[src/fetchPkg.sv]
package fetchPkg;

  localparam int FETCH_WIDTH = 4;
  localparam int SLOT_STRIDE = 8;
  localparam int BUF_DEPTH   = 4;
  localparam int CTIQ_DEPTH  = 16;

  typedef logic [31:0] pcT;
  typedef logic [63:0] instT;
  typedef logic [$clog2(CTIQ_DEPTH)-1:0]   ctiTagT;
  typedef logic [$clog2(CTIQ_DEPTH+1)-1:0] ctiCntT;
  typedef logic [$clog2(BUF_DEPTH)-1:0]    bufPtrT;
  typedef logic [$clog2(BUF_DEPTH+1)-1:0]  bufCntT;
  typedef logic [$clog2(FETCH_WIDTH)-1:0]  slotIdxT;

  // Only a conditional branch follows the direction prediction
  typedef enum logic [1:0] {
    CT_RETURN = 2'b00,
    CT_CALL   = 2'b01,
    CT_JUMP   = 2'b10,
    CT_BRANCH = 2'b11
  } ctrlTypeE;

  localparam logic [7:0] OP_JUMP   = 8'h01;
  localparam logic [7:0] OP_CALL   = 8'h02;
  localparam logic [7:0] OP_RETURN = 8'h03;
  localparam logic [7:0] OP_BRANCH = 8'h05;

  typedef struct packed {
    instT   instruction;
    pcT     pc;
    pcT     target;
    ctiTagT ctiTag;
    logic   prediction;
    logic   isCtrl;
  } slotPktS;

  typedef struct packed {
    slotPktS [FETCH_WIDTH-1:0] slot;
    logic    [FETCH_WIDTH-1:0] valid;
  } bundleS;

  typedef struct packed {
    pcT   target;
    logic isReturn;
    logic isCall;
    pcT   callPc;
  } redirectS;

  typedef struct packed {
    pcT       pc;
    pcT       target;
    ctrlTypeE ctrlType;
    logic     dir;
  } updateS;

endpackage

[src/fetchBuffer.sv]
`timescale 1ns/1ps

module fetchBuffer
  import fetchPkg::*;
(
  input  logic   clk,
  input  logic   rstN_i,
  input  logic   pushValid_i,
  input  bundleS pushBundle_i,
  input  logic   popReq_i,
  output logic   headValid_o,
  output bundleS headBundle_o,
  output logic   creditReturn_o
);

  bundleS mem [BUF_DEPTH];
  bufPtrT wrPtr;
  bufPtrT rdPtr;
  bufCntT count;
  logic   pop;

  assign headValid_o  = (count != '0);
  assign headBundle_o = mem[rdPtr];
  assign pop          = popReq_i & headValid_o;

  always_ff @(posedge clk) begin
    if (pushValid_i) begin
      mem[wrPtr] <= pushBundle_i;
    end
  end

  always_ff @(posedge clk) begin
    if (!rstN_i) begin
      wrPtr          <= '0;
      rdPtr          <= '0;
      count          <= '0;
      creditReturn_o <= 1'b0;
    end else begin
      count          <= count + bufCntT'(pushValid_i) - bufCntT'(pop);
      // One credit goes back per freed entry, a cycle after the pop
      creditReturn_o <= pop;
      if (pushValid_i) begin
        wrPtr <= wrPtr + 1'b1;
      end
      if (pop) begin
        rdPtr <= rdPtr + 1'b1;
      end
    end
  end

  noOverflow: assert property (@(posedge clk) disable iff (!rstN_i)
    pushValid_i |-> count < bufCntT'(BUF_DEPTH));

endmodule

[config.mk]
export PLATFORM = sky130hd
export DESIGN_NAME = fetchBuffer
export DESIGN_NICKNAME = d
export VERILOG_FILES = /design/src/fetchPkg.sv /design/src/fetchBuffer.sv
export SDC_FILE = /design/constraint.sdc
export NUM_CORES = 1
export LEC_CHECK = 0
export BUFFER_PORTS_ARGS = -buffer_cell sky130_fd_sc_hd__buf_2
export CAP_MARGIN = 20
export CORE_AREA = 2 2 424 426
export CTS_CLUSTER_DIAMETER = 30
export DETAILED_ROUTE_END_ITERATION = 6
export DIE_AREA = 0 0 426 428
export SLEW_MARGIN = 20
export SYNTH_ARGS = -nofsm -noshare
export SYNTH_HDL_FRONTEND = slang
export SYNTH_SLANG_ARGS = --single-unit
[constraint.sdc]
create_clock -name clk -period 15.9 [get_ports clk]
set_clock_uncertainty 0.05 [all_clocks]
set_input_delay 1.59 -clock clk [delete_from_list [all_inputs] [get_ports clk]]
set_output_delay 1.59 -clock clk [all_outputs]
set_load 0.02 [all_outputs]
==> flow_metrics.tcl <==
set metrics [dict create \
    outcome "completed" \
    drive_gt1_share_pct 49.9 \
    io_pins 1086 \
    vias 37300 \
    drtIter0Drc 2579 \
    globalplace.congestion 0.835 \
    ctsLongestPathBuffers 4 \
    cpMostUsedCell "buf_4" \
    slowest_delay_ns 0.92 \
    dr.pass1.iters 6 \
    yosysUniqueCellTypes 20 \
    p_total_mw 18.0 \
    finalNetCount 4855 \
    tritoncts "done" \
    clock_latency_ns 0.91 \
    dieWidth_um 426 \
    synth_nets 3417 \
    min_period_over_period_pct 43.0 \
    rows 155 \
    post_cts_resized 0 \
    port_buffers 1085 \
    p_per_area_nw_per_um2 180 \
    wire_per_inst_um 26.9 \
    seq_area_frac_synth_pct 82.9 \
    final_max_slew_viol_count 0 \
    final_hold_viol_count 0 \
    leakage_nw 34.2 \
    cap_viol_max_count 0 \
    post-dp-hpwl_mm 120 \
    power.switching_mw 4.58 \
    worstMarginPinSlew_ns 1.14 \
    hold_class "flip-flop to flip-flop" \
    clk_root_buffer_cell "clkbuf_16" \
    worstSetupStartpointType "flip-flop" \
    max-vdd-ir-drop_mv 0.170 \
    core-area_sq_um 178000 \
    cp_num_buf_inv 4 \
    worst_slack_ns 9.07 \
    detail-route-antenna-nets 0 \
    synth_warnings 0 \
    worst_path_max_delay_cell "buf_4" \
    final_core_util_pct 56.5 \
    critPathTopFamily "buffers and inverters" \
    finalSetupViolations 0 \
    fmax_ghz 0.146 \
    ys_ff_latch 2170 \
    cp-end-kind "output port" \
    min_period_ns 6.83 \
    grt_pass1_vias 38700 \
    htree_levels 5 \
    critPathKind "flip-flop to output port" \
    worst-endpoint-required_ns 14.26 \
    p_comb_share_pct 15.7 \
    post_dp_cell_area_sq_um 86400 \
    initial_core_util_pct 44.2 \
    clk_pin_slew_worst_paths_ns 0.04 \
    p_int_mw 13.4 \
    track_usage_pct 20.5 \
    fillCellCount 13100 \
    grt_pass1_wl_mm 271 \
    cts_hold_buf 0 \
    drt_wl_total_mm 190 \
    rsz0062_at_grt "false" \
    drc 0 \
    dieArea_sq_um 182000 \
    synth.avg_cell_area_sq_um 27.4 \
    critPathArrivalTime_ns 5.19 \
    antenna_found_initial 113 \
    clkSinkCount 2170 \
    relSlewSlack_pct 24.0 \
    cts_buffers 427 \
    grt_max_degree 144 \
    drt-vias-per-instance 5.29 \
    pre_cts_ws_ns 9.91 \
    synthCells 2866 \
    path_cells "buf_4 -> buf_4 -> buf_4 -> mux4_2 -> buf_2" \
    synth_area_sq_um 78500 \
    swShare_pct 25.4 \
    finalSetupTns_ns 0 \
    area_growth_pct 27.9 \
    design_area_sq_um 100000 \
    seqPwrFrac_pct 37.1 \
    cp_max_fo 66 \
    die_h_um 428 \
    cts_setup_buffers 0 \
    grt_overflow 0 \
    p_clk_share_pct 47.2 \
]
==> cell families after synthesis <==
family	count (synthesis)	synth area share, %
simple gates	15	0.113
xor+xnor	2	0.0399
mux	544	15.6
buf+inv	126	1.23
flops	2170	82.9
compound gates	2	0.0223
fa+ha+maj	7	0.121
==> final timing paths <==
| kind | start | end | depth (start not counted) | slack, ns |
|---|---|---|---|---|
| worst max-delay path | flip-flop | headBundle_o[203] | 5 | 9.07 |
| worst min-delay path | rdPtr[1]$_SDFFE_PN0P_ | flip-flop | 2 | 0.44 |
| worst max register to register | wrPtr[0]$_SDFFE_PN0P_ | mem[3][54]$_DFFE_PP_ | 5 | 11.68 |
| worst min register to register | rdPtr[1]$_SDFFE_PN0P_ | flip-flop | 2 | 0.44 |
==> synth_stat cells <==
cell      number  area share, %
o311ai_0       1          0.011
xnor3_1        1          0.029
o31a_1         1          0.011
dfxtp_1       10           0.26
xor2_1         1          0.011
clkbuf_1       7          0.033
and2_1         9          0.072
edfxtp_1    2160             83
inv_1          6          0.029
buf_1          2         0.0096
buf_6         56           0.80
buf_2         55           0.35
mux2i_1        4          0.051
or3_1          1         0.0080
nand2b_1       2          0.016
ha_1           6          0.096
nor2b_1        1         0.0080
fa_1           1          0.026
nand2_1        2         0.0096
mux4_2       540             16
==> registers in the layout, indices dropped and copies added, names as in the netlist, named ones only <==
signal and count:
wrPtr 2, rdPtr 2, count 3, mem 2160, creditReturn_o 1
==> cells in the final DEF (no fill, tap or decap), types with 5 or more instances in the layout <==
| master | n |
|---|---|
| buf_4 | 33 |
| inv_1 | 6 |
| clkinvlp_4 | 40 |
| mux4_2 | 540 |
| clkinv_2 | 76 |
| buf_12 | 11 |
| and2_1 | 5 |
| edfxtp_1 | 2160 |
| dfxtp_1 | 8 |
| clkbuf_1 | 51 |
| clkbuf_16 | 429 |
| bufinv_16 | 52 |
| buf_2 | 1085 |
| clkinv_1 | 75 |
| clkinv_4 | 24 |
| ha_1 | 6 |
| diode_2 | 56 |
| inv_6 | 21 |
==> worst min-delay path: stages, from the launching register on <==
cell and delay [ns]:
dfxtp_1 0.30, nand2_1 0.06, mux2i_1 0.08
==> through the flow <==
| step | cells | hold WS [ns] |
|---|---|---|
| floorplan | 2866 | 0.399 |
| global placement | 6230 | 0.404 |
| detailed placement | 6230 | 0.431 |
| CTS | 6999 | 0.434 |
| global route | 7031 | 0.478 |
| finish | 7055 | 0.442 |
==> final cells by class <==
class,count,area (sq um),share of cell area [%]
flip-flops and latches,2170,65100,64.8
multi-input cells,570,12400,12.4
clock buffers,480,10900,10.9
repair buffers,1129,5900,5.88
well taps,2355,2950,2.94
clock inverters,289,2940,2.93
diodes,56,140,0.140
inverters,6,22.5,0.0224
==> power groups by stage <==
stage               Combinational, mW  Sequential, mW  Clock [mW]
detailed placement               2.88            6.79           0
global placement                 2.88            6.78           0
CTS                              2.89            6.69        8.65
finish                           2.83            6.69        8.51
global route                     2.98            6.71        8.94
floorplan                        1.94            6.90           0
==> routing by layer <==
layer  part of all wire, %  vias up  global-route usage, %  wire length (um)
met2                    51     1472                   33.8             96700
met3                   7.6      517                   6.71             14500
li1                      -    15700                      -                 -
met4                   4.8       56                   10.4              9130
met5                  0.19        -                      0               356
met1                    36    19600                   24.2             69200
Power figures use the tool's default switching activity.
