[src/fetchPkg.sv]
package fetchPkg;

  localparam int FETCH_WIDTH = 4;
  localparam int SLOT_STRIDE = 8;
  localparam int BUF_DEPTH   = 4;
  localparam int CTIQ_DEPTH  = 16;

  typedef logic [31:0] pcT;
  typedef logic [63:0] instT;
  typedef logic [$clog2(CTIQ_DEPTH)-1:0]   ctiTagT;
  typedef logic [$clog2(CTIQ_DEPTH+1)-1:0] ctiCntT;
  typedef logic [$clog2(BUF_DEPTH)-1:0]    bufPtrT;
  typedef logic [$clog2(BUF_DEPTH+1)-1:0]  bufCntT;
  typedef logic [$clog2(FETCH_WIDTH)-1:0]  slotIdxT;

  // Only a conditional branch follows the direction prediction
  typedef enum logic [1:0] {
    CT_RETURN = 2'b00,
    CT_CALL   = 2'b01,
    CT_JUMP   = 2'b10,
    CT_BRANCH = 2'b11
  } ctrlTypeE;

  localparam logic [7:0] OP_JUMP   = 8'h01;
  localparam logic [7:0] OP_CALL   = 8'h02;
  localparam logic [7:0] OP_RETURN = 8'h03;
  localparam logic [7:0] OP_BRANCH = 8'h05;

  typedef struct packed {
    instT   instruction;
    pcT     pc;
    pcT     target;
    ctiTagT ctiTag;
    logic   prediction;
    logic   isCtrl;
  } slotPktS;

  typedef struct packed {
    slotPktS [FETCH_WIDTH-1:0] slot;
    logic    [FETCH_WIDTH-1:0] valid;
  } bundleS;

  typedef struct packed {
    pcT   target;
    logic isReturn;
    logic isCall;
    pcT   callPc;
  } redirectS;

  typedef struct packed {
    pcT       pc;
    pcT       target;
    ctrlTypeE ctrlType;
    logic     dir;
  } updateS;

endpackage

[src/instSerializer.sv]
`timescale 1ns/1ps

module instSerializer
  import fetchPkg::*;
(
  input  logic    clk,
  input  logic    rstN_i,
  input  logic    headValid_i,
  input  bundleS  headBundle_i,
  input  logic    decodeReady_i,
  output logic    popReq_o,
  output logic    instValid_o,
  output slotPktS instPkt_o
);

  slotIdxT slotPtr;
  slotIdxT curIdx;
  logic    slotFound;
  logic    moreAfter;
  logic    fire;

  // First valid slot at or after the pointer, and whether any follow it
  always_comb begin
    curIdx    = slotPtr;
    slotFound = 1'b0;
    moreAfter = 1'b0;
    for (int i = 0; i < FETCH_WIDTH; i++) begin
      if (i >= int'(slotPtr) && headBundle_i.valid[i]) begin
        if (!slotFound) begin
          curIdx    = slotIdxT'(i);
          slotFound = 1'b1;
        end else begin
          moreAfter = 1'b1;
        end
      end
    end
  end

  assign instValid_o = headValid_i & slotFound;
  assign instPkt_o   = headBundle_i.slot[curIdx];
  assign fire        = instValid_o & decodeReady_i;
  assign popReq_o    = fire & ~moreAfter;

  always_ff @(posedge clk) begin
    if (!rstN_i) begin
      slotPtr <= '0;
    end else if (fire) begin
      slotPtr <= moreAfter ? curIdx + 1'b1 : '0;
    end
  end

  holdUnderStall: assert property (@(posedge clk) disable iff (!rstN_i)
    instValid_o && !decodeReady_i |=> instValid_o && $stable(instPkt_o));

endmodule

[config.mk]
export PLATFORM = sky130hd
export DESIGN_NAME = instSerializer
export DESIGN_NICKNAME = d
export VERILOG_FILES = /design/src/fetchPkg.sv /design/src/instSerializer.sv
export SDC_FILE = /design/constraint.sdc
export NUM_CORES = 1
export LEC_CHECK = 0
export BUFFER_PORTS_ARGS = -buffer_cell sky130_fd_sc_hd__buf_2
export CAP_MARGIN = 10
export CORE_AREA = 2 2 267 269
export DETAILED_ROUTE_END_ITERATION = 8
export DIE_AREA = 0 0 269 271
export GPL_ROUTABILITY_DRIVEN = 0
export GPL_TIMING_DRIVEN = 0
export PLACE_DENSITY = 0.37
export SYNTH_ARGS = -nofsm -noshare
export SYNTH_HDL_FRONTEND = slang
export SYNTH_SLANG_ARGS = --single-unit
[constraint.sdc]
create_clock -name clk -period 2.2 [get_ports clk]
set_input_delay 0.33 -clock clk [delete_from_list [all_inputs] [get_ports clk]]
set_output_delay 0.33 -clock clk [all_outputs]
set_load 0.01 [all_outputs]
==> results.tsv, run 1 <==
stage	metric	value	unit
setup_path	Critical Path AT	2.17	ns
hold_path	Hold Crit Start	rstN_i	
die	Die X-Extent	269	µm
detailed_routing	Routed Wire Length	54.2	mm
sta	setup tns final	-24.06	ns
sta	Hold Fails Final Rpt	0	
clock_tree	clock sink count	2	
flow_run	Max Cap Viol	0	
detailed_routing	Vias/cell	3.36	
sta	hold_ws	0.399	ns
synth	YS warnings	0	
synth	Post-Synthesis Cells	488	
setup_path	worst path cell trace	buf_6, nand2b_4, a211oi_2, o22a_1, buf_12, buf_16, buf_12, buf_12, mux2i_4, mux2i_1, buf_2	
setup_path	Max stage delay on crit path	0.25	ns
clock_tree	CTS hold repair buffers	0	
sta	Worst Tran Pin Value	0.352	ns
detailed_routing	Residual DRC	0	
setup_path	Req. time, crit path	1.87	ns
status	status	finished, violations left	
sta	period utilization	1.14	
setup_path	CP most frequent cell	buf_12	
synth	Distinct cells, synth	27	
setup_path	reg2reg end	slotPtr[0]	
finish	fraction of layout cells with a size suffix above 1	0.720	
clock_tree	CTS Buffer Depth	2	
finish	nets	1784	
global_route	initial antenna violation count	48	
synth	Synth Register Bits	2	
synth	syn avg cell area	9.47	µm²
global_route	grt met2 use	0.255	
status	failing checks	negative setup slack	
clock_tree	Worst-Skew Late Latency	0.22	ns
setup_path	slowest cell on the critical path	mux2i_4	
placement	Placed Cells	2106	
finish	Syn-to-layout area delta	154	%
global_route	total grt overflow	0	
sta	Final Worst Setup Slack	-0.298	ns
hold_path	Hold/Removal Path Class	input port to flop	
die	Top-Level Pins	680	
die	die area	72900	µm²
clock_tree	CTS buffer count	3	
setup_path	crit-path max FO	8	
detailed_routing	drt wl/cell	24.8	µm
setup_path	WS Path Type	input port to output pin	
finish	post-route design area	11700	µm²
sta	FMAX	0.400	GHz
setup_path	crit path launch type	input port	
power	Lkg Pwr	5.98	nW
clock_tree	H-tree depth	1	
global_route	GR Util met1	0.150	
placement	Detail Placement HPWL	47.0	mm
detailed_routing	post-route ant nets	0	
clock_tree	CTS tree	done	
detailed_routing	vias	7352	
setup_path	worst setup path start	headBundle_i[2]	
global_route	largest net degree at the start of global routing	11	
synth	register area share after synthesis	0.00866	
synth	Post-Syn Nets	1032	
placement	Port Buffers	678	
setup_path	Reg2Reg Setup Slack	0.57	ns
hold_path	Hold Path Cell Cnt	3	
sta	pins over their slew limit	0	
sta	Max-slew headroom	0.766	
die	Rows	97	
sta	Setup violations, final	134	
power	peak supply drop	0.000198	V
finish	Most flops, register	slotPtr	
power	Tot Pwr	0.00437	W
synth	Synth Cell Area	4620	µm²
finish	biggest registers after layout	slotPtr (2)	
hold_path	Hold Crit Endpoint	slotPtr[1]	
global_route	GRT Total Usage	0.134	
sta	RSZ-0062 raised after global routing	yes	
setup_path	r2r startpoint	slotPtr[1]	
power	Pwr Density	372	nW/µm²
setup_path	Worst setup EP type	output pin	
detailed_routing	initial drt markers	208	
finish	fin cells	2186	
clock_tree	Worst-path clk slew	0.03	ns
sta	clk_skew	0.000722	ns
clock_tree	root buffer cell	clkbuf_16	
die	total core area	69800	µm²
die	Die Ht	271	µm
global_route	first-pass GRT wire length	65.2	mm
global_route	grt peak-use layer	met2	
global_route	GR Layer Usage met3	0.0363	
global_route	number of global-route vias before repair	7598	
setup_path	Worst Reg-to-Reg Cells	7	
sta	fin crit period	2.50	ns
detailed_routing	drt first pass iters	4	
finish	Largest register FFs	2	
placement	placed cell area	9190	µm²
die	Initial Util	0.0662	
## cells in the mapped netlist
library cell	n	area share
o21ai_0	3	0.0032
nor2_1	6	0.0049
inv_1	2	0.0016
nand2_1	7	0.0057
o2111ai_1	1	0.0019
a21boi_0	1	0.0016
mux2i_1	402	0.87
o22a_1	1	0.0019
buf_12	6	0.026
dfxtp_1	2	0.0087
a211oi_1	1	0.0016
a21oi_1	2	0.0022
nand3b_1	2	0.0032
buf_2	23	0.025
o22ai_1	1	0.0014
clkbuf_1	7	0.0057
nor2b_1	1	0.0014
and2_1	1	0.0014
buf_4	8	0.013
o211ai_1	1	0.0016
o21ba_2	1	0.0022
nor3_1	1	0.0011
nand2b_1	4	0.0054
buf_8	1	0.0032
o32ai_1	1	0.0019
buf_6	1	0.0024
o21bai_1	1	0.0016
## power breakdown
group          internal [W]  switching [W]
registers         0.0000379     0.00000473
clock network      0.000232      0.0000446
logic               0.00211        0.00195
## metal layers
metal  part of all wire  wire (µm)  up-vias
met2               0.51      27400      518
met3              0.090       4860       91
met1               0.38      20800     3315
li1                   -          -     3390
met4              0.017        905       38
met5             0.0047        256        -
## what timing repair did
item	4_1_cts	5_1_grt
resized for setup	253	116
endpoints found under the setup margin	135	134
gates cloned	10	9
endpoints found under the hold margin	0	0
setup buffers	35	26
pin swaps	3	3
## logic make-up after synthesis
group           synth area share
compound gates            0.0211
buf+inv                   0.0769
flops                    0.00866
mux                        0.870
simple gates              0.0230
## worst max-delay path, delay by kind of cell
| kind | cells | cell delay [ns] |
|---|---|---|
| mux | 2 | 0.36 |
| compound gates | 2 | 0.42 |
| simple gates | 1 | 0.14 |
| buf+inv | 6 | 0.89 |
## cell usage in the layout, fill, tap and decap left out, drive strengths merged
master / synthesis / layout
mux2i: 402 / 402
o22a: 1 / 1
a211oi: 1 / 1
o32ai: 1 / 1
o2111ai: 1 / 1
nor2: 6 / 6
a21boi: 1 / 1
clkbuf: 7 / 17
a21oi: 2 / 2
buf: 39 / 779
nand3b: 2 / 2
o22ai: 1 / 1
o211ai: 1 / 1
nor2b: 1 / 1
o21bai: 1 / 1
dfxtp: 2 / 2
o21ba: 1 / 1
nand2b: 4 / 4
o21ai: 3 / 3
nor3: 1 / 1
and2: 1 / 1
inv: 2 / 2
diode: 0 / 8
nand2: 7 / 7
## layout make-up
class | count | area (µm²)
clock buffer | 3 | 75.1
buffer | 41 | 672
antenna | 8 | 20.0
inverter | 2 | 7.51
timing repair buffer | 752 | 4700
sequential | 2 | 47.5
fill | 7916 | 58000
tap | 940 | 1180
multi-input combinational | 438 | 5050
## how the worst max path moves through the flow
stage	endpoint	depth (start not counted)	slack [ns]
floorplan	instPkt_o[106]	9	0.27
global placement	instPkt_o[132]	7	-1.28
detailed placement	instPkt_o[132]	7	-1.29
CTS	instPkt_o[89]	10	-0.42
global route	instPkt_o[89]	9	-0.40
finish	instPkt_o[97]	11	-0.30
## per-stage QoR
stage	util	setup slack, ns
floorplan	-	0.271
detailed placement	0.132	-1.29
CTS	0.157	-0.424
global placement	0.132	-1.28
finish	0.168	-0.298
global route	0.168	-0.400
Power figures use the tool's default switching activity.
==> inputs of run 2 (changes only) <==
--- a/config.mk
+++ b/config.mk
@@ -14,2 +14,3 @@
 export GPL_TIMING_DRIVEN = 0
+export MAX_ROUTING_LAYER = met4
 export PLACE_DENSITY = 0.37
--- a/constraint.sdc
+++ b/constraint.sdc
@@ -3,2 +3,2 @@
 set_output_delay 0.33 -clock clk [all_outputs]
-set_load 0.01 [all_outputs]
+set_load 0.005 [all_outputs]
==> run 2 against run 1 <==
  * The flow still finishes with violations (negative setup slack)
  * Global-route usage increased by 0.34 points
  * Critical path depth is the same
  * Cell area fell by 1.2%
  * Via count down 0.88%
  * Worst setup slack improved by 0.026 ns
  * Combinational power down 5.7%
  * Critical path type unchanged
  * Critical endpoint is now instPkt_o[104]
==> results.tsv, run 2 (synthesis gave the netlist of run 1 again) <==
stage	metric	value	unit	change
detailed_routing	Residual DRC	0		unchanged
sta	Setup violations, final	134		unchanged
setup_path	Req. time, crit path	1.87	ns	about the same
setup_path	CP most frequent cell	buf_12		unchanged
clock_tree	CTS hold repair buffers	0		unchanged
hold_path	Hold/Removal Path Class	input port to flop		unchanged
finish	Most flops, register	slotPtr		unchanged
global_route	first-pass GRT wire length	64.9	mm	was 65.2 mm
finish	footprint of the multi-input gates	5040	µm²	was 5050 µm²
placement	pre-CTS WS	-1.28	ns	was -1.29 ns
sta	setup tns final	-21.26	ns	was -24.06 ns
global_route	largest net degree at the start of global routing	11		unchanged
finish	Storage cell area	47.5	µm²	unchanged
finish	nets	1778		was 1784
global_route	initial antenna violation count	48		unchanged
setup_path	Max stage delay on crit path	0.23	ns	was 0.25 ns
die	Die Ht	271	µm	unchanged
clock_tree	Worst-Skew Late Latency	0.22	ns	about the same
flow_run	Max Cap Viol	0		unchanged
setup_path	Worst Reg-to-Reg Cells	7		unchanged
sta	FMAX	0.405	GHz	was 0.400 GHz
finish	Final Core Density	0.166		was 0.168
finish	most frequent cells in the layout	buf_2 (641), mux2i_1 (314), buf_4 (63), mux2i_4 (51), mux2i_2 (37)		was buf_2 (626), mux2i_1 (316), buf_4 (77), mux2i_4 (52), buf_12 (36)
setup_path	WS Path Type	input port to output pin		unchanged
sta	Final Worst Setup Slack	-0.272	ns	was -0.298 ns
sta	clk_skew	0.000236	ns	was 0.000722 ns
global_route	number of global-route vias before repair	7566		was 7598
finish	most common cell after layout, fill and taps aside	buf_2		unchanged
hold_path	Hold Path Cell Cnt	3		unchanged
die	Die X-Extent	269	µm	unchanged
finish	fin cells	2202		was 2186
clock_tree	clock sink count	2		unchanged
detailed_routing	vias	7287		was 7352
setup_path	Worst setup EP type	output pin		unchanged
die	Top-Level Pins	680		unchanged
sta	period utilization	1.12		was 1.14
sta	fin crit period	2.47	ns	was 2.50 ns
die	total core area	69800	µm²	unchanged
setup_path	worst setup path start	headBundle_i[2]		unchanged
detailed_routing	initial drt markers	214		was 208
status	status	finished, violations left		unchanged
setup_path	crit path launch type	input port		unchanged
sta	RSZ-0062 raised after global routing	yes		unchanged
placement	Placed Cells	2106		unchanged
finish	Syn-to-layout area delta	151	%	was 154%
hold_path	Hold Crit Start	rstN_i		unchanged
global_route	GRT Total Usage	0.137		was 0.134
setup_path	slowest cell on the critical path	mux2i_2		was mux2i_4
die	Rows	97		unchanged
clock_tree	CTS buffer count	3		unchanged
setup_path	worst path cell trace	buf_6, nand2b_4, a211oi_2, o22a_1, buf_12, buf_16, buf_12, buf_12, mux2i_2, mux2i_1, buf_2		was buf_6, nand2b_4, a211oi_2, o22a_1, buf_12, buf_16, buf_12, buf_12, mux2i_4, mux2i_1, buf_2
power	Lkg Pwr	5.89	nW	was 5.98 nW
global_route	total grt overflow	0		unchanged
placement	Detail Placement HPWL	47.0	mm	unchanged
die	Initial Util	0.0662		unchanged
power	peak supply drop	0.000197	V	was 0.000198 V
clock_tree	H-tree depth	1		unchanged
finish	fraction of layout cells with a size suffix above 1	0.719		was 0.720
power	Pwr Density	357	nW/µm²	was 372 nW/µm²
setup_path	Bufs and invs on worst path	6		unchanged
detailed_routing	drt first pass iters	4		unchanged
finish	fillcell total	7924		was 7916
finish	biggest registers after layout	slotPtr (2)		unchanged
detailed_routing	Routed Wire Length	53.7	mm	was 54.2 mm
clock_tree	CTS Buffer Depth	2		unchanged
setup_path	critical path depth	11		unchanged
setup_path	crit-path max FO	8		unchanged
finish	Largest register FFs	2		unchanged
clock_tree	root buffer cell	clkbuf_16		unchanged
setup_path	Critical Path AT	2.14	ns	was 2.17 ns
clock_tree	CTS tree	done		unchanged
placement	Port Buffers	678		unchanged
sta	pins over their slew limit	0		unchanged
sta	Max-slew headroom	0.765		was 0.766
clock_tree	Worst-path clk slew	0.03	ns	about the same
die	die area	72900	µm²	unchanged
detailed_routing	Vias/cell	3.31		was 3.36
detailed_routing	post-route ant nets	0		unchanged
sta	Worst Tran Pin Value	0.352	ns	about the same
status	failing checks	negative setup slack		unchanged
sta	Hold Fails Final Rpt	0		unchanged
detailed_routing	drt wl/cell	24.4	µm	was 24.8 µm
setup_path	r2r startpoint	slotPtr[1]		unchanged
sta	hold_ws	0.401	ns	was 0.399 ns
setup_path	Crit path max-delay family	buffers and inverters		unchanged
==> run 2: cell count changes in the layout (fill, tap and decap cells not counted), moves of 2 or more <==
cell,change
buf_2,+15
buf_8,-2
buf_12,-2
mux2i_1,-2
buf_4,-14
mux2i_2,+3
clkbuf_16,-2
diode_2,+22
==> run 2: layout make-up <==
class | instances | share of cell area
plain buffers | 42 | 0.0598
flip-flops and latches | 2 | 0.00410
clock buffers | 3 | 0.00647
well taps | 940 | 0.101
multi-input cells | 438 | 0.434
diodes | 30 | 0.00647
inverters | 2 | 0.000647
repair buffers | 745 | 0.387
==> run 2: tightest hold or removal path: cells and delay by family <==
| family | cells | cell delay, ns |
|---|---|---|
| compound gates | 1 | 0.06 |
| buf+inv | 1 | 0.12 |
| simple gates | 1 | 0.06 |
==> run 2: through the flow <==
step	instance area (µm²)	total power, W
finish	11600	0.00414
global route	11600	0.00441
CTS	10800	0.00394
detailed placement	9190	0.00296
global placement	9190	0.00293
floorplan	4620	0.00131
==> run 2: power by group <==
part	switching, W	total, W	internal (W)
combinational	0.00179	0.00382	0.00203
sequential	0.00000391	0.0000418	0.0000379
clock	0.0000433	0.000275	0.000231
total	0.00184	0.00414	0.00230
==> run 2: final timing paths <==
kind,to,slack [ns]
max,instPkt_o[104],-0.27
min reg2reg,slotPtr[0],0.66
min,slotPtr[1],0.40
max reg2reg,slotPtr[0],0.56
==> run 2: routing by layer <==
metal,track usage,part of all wire
met3,0.0422,0.093
met4,0.0186,0.015
met2,0.251,0.51
met5,-,0
met1,0.146,0.38
==> run 2: timing repair <==
action | 4_1_cts | 5_1_grt
pin swaps | 3 | 2
setup endpoints to repair | 135 | 134
gates resized for setup | 233 | 108
gates cloned | 9 | 7
hold endpoints to repair | 0 | 0
setup buffers | 29 | 27
==> inputs of run 3 (changes only) <==
- ABC_AREA: not set -> 1
- CORE_AREA: 2 2 267 269 -> 2 2 268 270
- DIE_AREA: 0 0 269 271 -> 0 0 270 272
==> run 3 against run 2 <==
  * Flip-flop and latch count unchanged
  * Clock-buffer cell count did not move
  * Critical path type is now flop to output pin
  * The flow still finishes with violations (negative setup slack)
  * Clock power is 3% lower
  * Utilization down 1.2 points
  * Clock skew about the same
==> results.tsv, run 3 <==
stage	metric	value	unit	change
setup_path	Critical Path AT	2.11	ns	was 2.14 ns
detailed_routing	Vias/cell	3.59		was 3.31
synth	post-synth top area cell	o21ai_1		was mux2i_1
die	die area	73400	µm²	was 72900 µm²
synth	Post-Synth Simple-Gate Area	0.145		was 0.0230
status	failing checks	negative setup slack		unchanged
global_route	GRT Total Usage	0.125		was 0.137
global_route	first-pass GRT wire length	64.9	mm	about the same
status	status	finished, violations left		unchanged
power	Cell Int Power	0.00199	W	was 0.00230 W
die	total core area	70800	µm²	was 69800 µm²
synth	top cell type's share of synthesized area	0.281		was 0.870
die	Initial Util	0.0657		was 0.0662
synth	Synth Cell Area	4650	µm²	was 4620 µm²
synth	Synth Register Bits	2		unchanged
setup_path	Worst Reg-to-Reg Cells	9		was 7
finish	Largest register FFs	2		unchanged
clock_tree	Worst-Skew Late Latency	0.22	ns	about the same
synth	YS warnings	0		unchanged
detailed_routing	M1 WL	21.6	mm	was 20.6 mm
global_route	total grt overflow	0		unchanged
synth	Post-Synthesis Cells	936		was 488
power	net switching power	0.00208	W	was 0.00184 W
synth	multiplexer share of the synthesized area	0		was 0.870
finish	fraction of layout cells with a size suffix above 1	0.557		was 0.719
die	Rows	98		was 97
synth	register area share after synthesis	0.00861		was 0.00866
finish	Syn-to-layout area delta	135	%	was 151%
sta	period utilization	1.11		was 1.12
clock_tree	CTS Buffer Depth	2		unchanged
sta	Setup violations, final	134		unchanged
finish	post-route design area	10900	µm²	was 11600 µm²
setup_path	WS Path Type	flop to output pin		was input port to output pin
detailed_routing	post-route ant nets	0		unchanged
sta	RSZ-0062 raised after global routing	yes		unchanged
sta	Worst Tran Pin Value	0.307	ns	was 0.352 ns
detailed_routing	Residual DRC	0		unchanged
synth	EDFF count, synth	0		unchanged
flow_run	Max Cap Viol	0		unchanged
clock_tree	CTS buffer count	3		unchanged
power	Flop pwr share	0.010		about the same
sta	FMAX	0.411	GHz	was 0.405 GHz
finish	fillcell total	8383		was 7924
detailed_routing	Met3 Routed Length	3.16	mm	was 5.00 mm
power	Lkg Pwr	5.49	nW	was 5.89 nW
setup_path	Req. time, crit path	1.87	ns	about the same
clock_tree	clock sink count	2		unchanged
finish	footprint of the multi-input gates	3910	µm²	was 5040 µm²
synth	syn avg cell area	4.97	µm²	was 9.47 µm²
setup_path	Worst setup EP type	output pin		unchanged
synth	ranking of synthesized cells by area	o21ai_1 (28%), o21ai_0 (15%), a21oi_1 (15%)		was mux2i_1 (87%), buf_12 (2.6%), buf_2 (2.5%)
detailed_routing	WL met2	24.5	mm	was 27.3 mm
sta	hold_ws	0.353	ns	was 0.401 ns
power	Switching Fraction	0.511		was 0.444
finish	most common cell after layout, fill and taps aside	buf_2		unchanged
sta	clk_skew	0.000328	ns	was 0.000236 ns
synth	most frequent cells after synthesis	o21ai_1 (261), inv_1 (142), o21ai_0 (141), a21oi_1 (138), nor2_1 (136)		was mux2i_1 (402), buf_2 (23), buf_4 (8), clkbuf_1 (7), nand2_1 (7)
detailed_routing	initial drt markers	365		was 214
hold_path	Hold Path Cell Cnt	3		unchanged
synth	post-synthesis compound-gate area fraction	0.581		was 0.0211
sta	Max-slew headroom	0.793		was 0.765
finish	most frequent cells in the layout	buf_2 (682), o21ai_1 (258), inv_1 (140), nor2_1 (135), a21oi_1 (96)		was buf_2 (641), mux2i_1 (314), buf_4 (63), mux2i_4 (51), mux2i_2 (37)
setup_path	crit-path max FO	10		was 8
detailed_routing	Highest Signal Layer	met4		unchanged
placement	placed cell area	9240	µm²	was 9190 µm²
sta	Final Worst Setup Slack	-0.236	ns	was -0.272 ns
synth	Post-Synth XOR/XNOR Area	0		unchanged
finish	Storage cell area	47.5	µm²	unchanged
detailed_routing	vias	9372		was 7287
finish	nets	2197		was 1778
setup_path	crit path launch type	flop		was input port
synth	Post-Syn Nets	1480		was 1032
detailed_routing	drt wl/cell	19.5	µm	was 24.4 µm
global_route	initial antenna violation count	14		was 48
finish	Most flops, register	slotPtr		unchanged
global_route	largest net degree at the start of global routing	11		unchanged
global_route	number of global-route vias before repair	9364		was 7566
placement	Detail Placement HPWL	40.4	mm	was 47.0 mm
placement	Port Buffers	679		was 678
synth	asr flop ratio synth	0		unchanged
clock_tree	Worst-path clk slew	0.03	ns	about the same
sta	pins over their slew limit	0		unchanged
synth	count leader, synth	o21ai_1		was mux2i_1
clock_tree	root buffer cell	clkbuf_16		unchanged
clock_tree	CTS tree	done		unchanged
power	Gate power share	0.924		about the same
hold_path	Hold/Removal Path Class	input port to flop		unchanged
sta	fin crit period	2.44	ns	was 2.47 ns
synth	adder-cell share of the synthesized area	0		unchanged
sta	Hold Fails Final Rpt	0		unchanged
synth	Distinct cells, synth	20		was 27
synth	largest family of logic cells by synthesized area	compound AO/OA/AOI/OAI gates		was multiplexers
die	Die X-Extent	270	µm	was 269 µm
die	Top-Level Pins	680		unchanged
synth	leading register cell type out of synthesis	dfxtp_1		unchanged
die	Die Ht	272	µm	was 271 µm
clock_tree	H-tree depth	1		unchanged
detailed_routing	Routed Wire Length	50.8	mm	was 53.7 mm
clock_tree	CTS hold repair buffers	0		unchanged
power	Pwr Density	373	nW/µm²	was 357 nW/µm²
detailed_routing	drt first pass iters	5		was 4
finish	biggest registers after layout	slotPtr (2)		unchanged
power	share of power burned in the clock network	0.066		about the same
power	peak supply drop	0.000171	V	was 0.000197 V
==> run 3: final timing paths <==
| path | slack, ns | end | start |
|---|---|---|---|
| hold reg to reg | 0.51 | slotPtr[0] | slotPtr[0] |
| setup / recovery | -0.24 | instPkt_o[28] | slotPtr[1] |
| setup reg to reg | 0.74 | slotPtr[0] | slotPtr[0] |
| hold / removal | 0.35 | slotPtr[1] | rstN_i |
==> run 3: kinds of logic after synthesis <==
group / after synthesis
buf+inv: 230
flops: 2
simple gates: 164
compound gates: 540
==> run 3: power groups by stage <==
stage,sequential (W),combinational (W),clock [W]
floorplan,0.0000406,0.00138,0
global placement,0.0000409,0.00307,0
detailed placement,0.0000410,0.00305,0
CTS,0.0000409,0.00342,0.000272
global route,0.0000416,0.00411,0.000278
finish,0.0000413,0.00376,0.000267
==> run 3: critical path, stage by stage (launching register included) <==
cell and delay [ns]:
dfxtp_4 0.37, nand2_4 0.06, nand2_4 0.09, nand4_4 0.23, nand2_8 0.23, buf_12 0.20, buf_6 0.20, a21oi_1 0.08
o21ai_1 0.15, o21ai_1 0.11, buf_2 0.14
==> run 3: area by class of cell <==
cell class              count  area share
clock buffers               3     0.00687
diodes                      8     0.00183
plain buffers              85       0.105
repair buffers            713       0.366
flip-flops and latches      2     0.00435
well taps                 950       0.109
multi-input cells         705       0.358
inverters                 143      0.0498
==> run 3: stage by stage <==
step	util	TNS [ns]	power, W	setup WS, ns	instances
global route	0.154	-36.22	0.00442	-0.343	2609
finish	0.154	-19.54	0.00407	-0.236	2609
global placement	0.131	-21.23	0.00311	-0.926	2565
floorplan	-	0	0.00142	0.506	936
CTS	0.142	-21.41	0.00374	-0.246	2583
detailed placement	0.131	-19.66	0.00310	-0.914	2565
==> run 3: per-layer routing <==
metal | vias up | GRT usage
met1 | 4237 | 0.153
met4 | 0 | 0.0341
met2 | 478 | 0.215
met5 | - | -
li1 | 4603 | -
met3 | 54 | 0.0168
==> run 3: timing repair <==
| action | in CTS | in global routing |
|---|---|---|
| cloned | 2 | 13 |
| endpoints found under the hold margin | 0 | 0 |
| pin swaps | 12 | 43 |
| setup buffers | 15 | 7 |
| gates resized for setup | 154 | 160 |
| setup endpoints to repair | 134 | 135 |
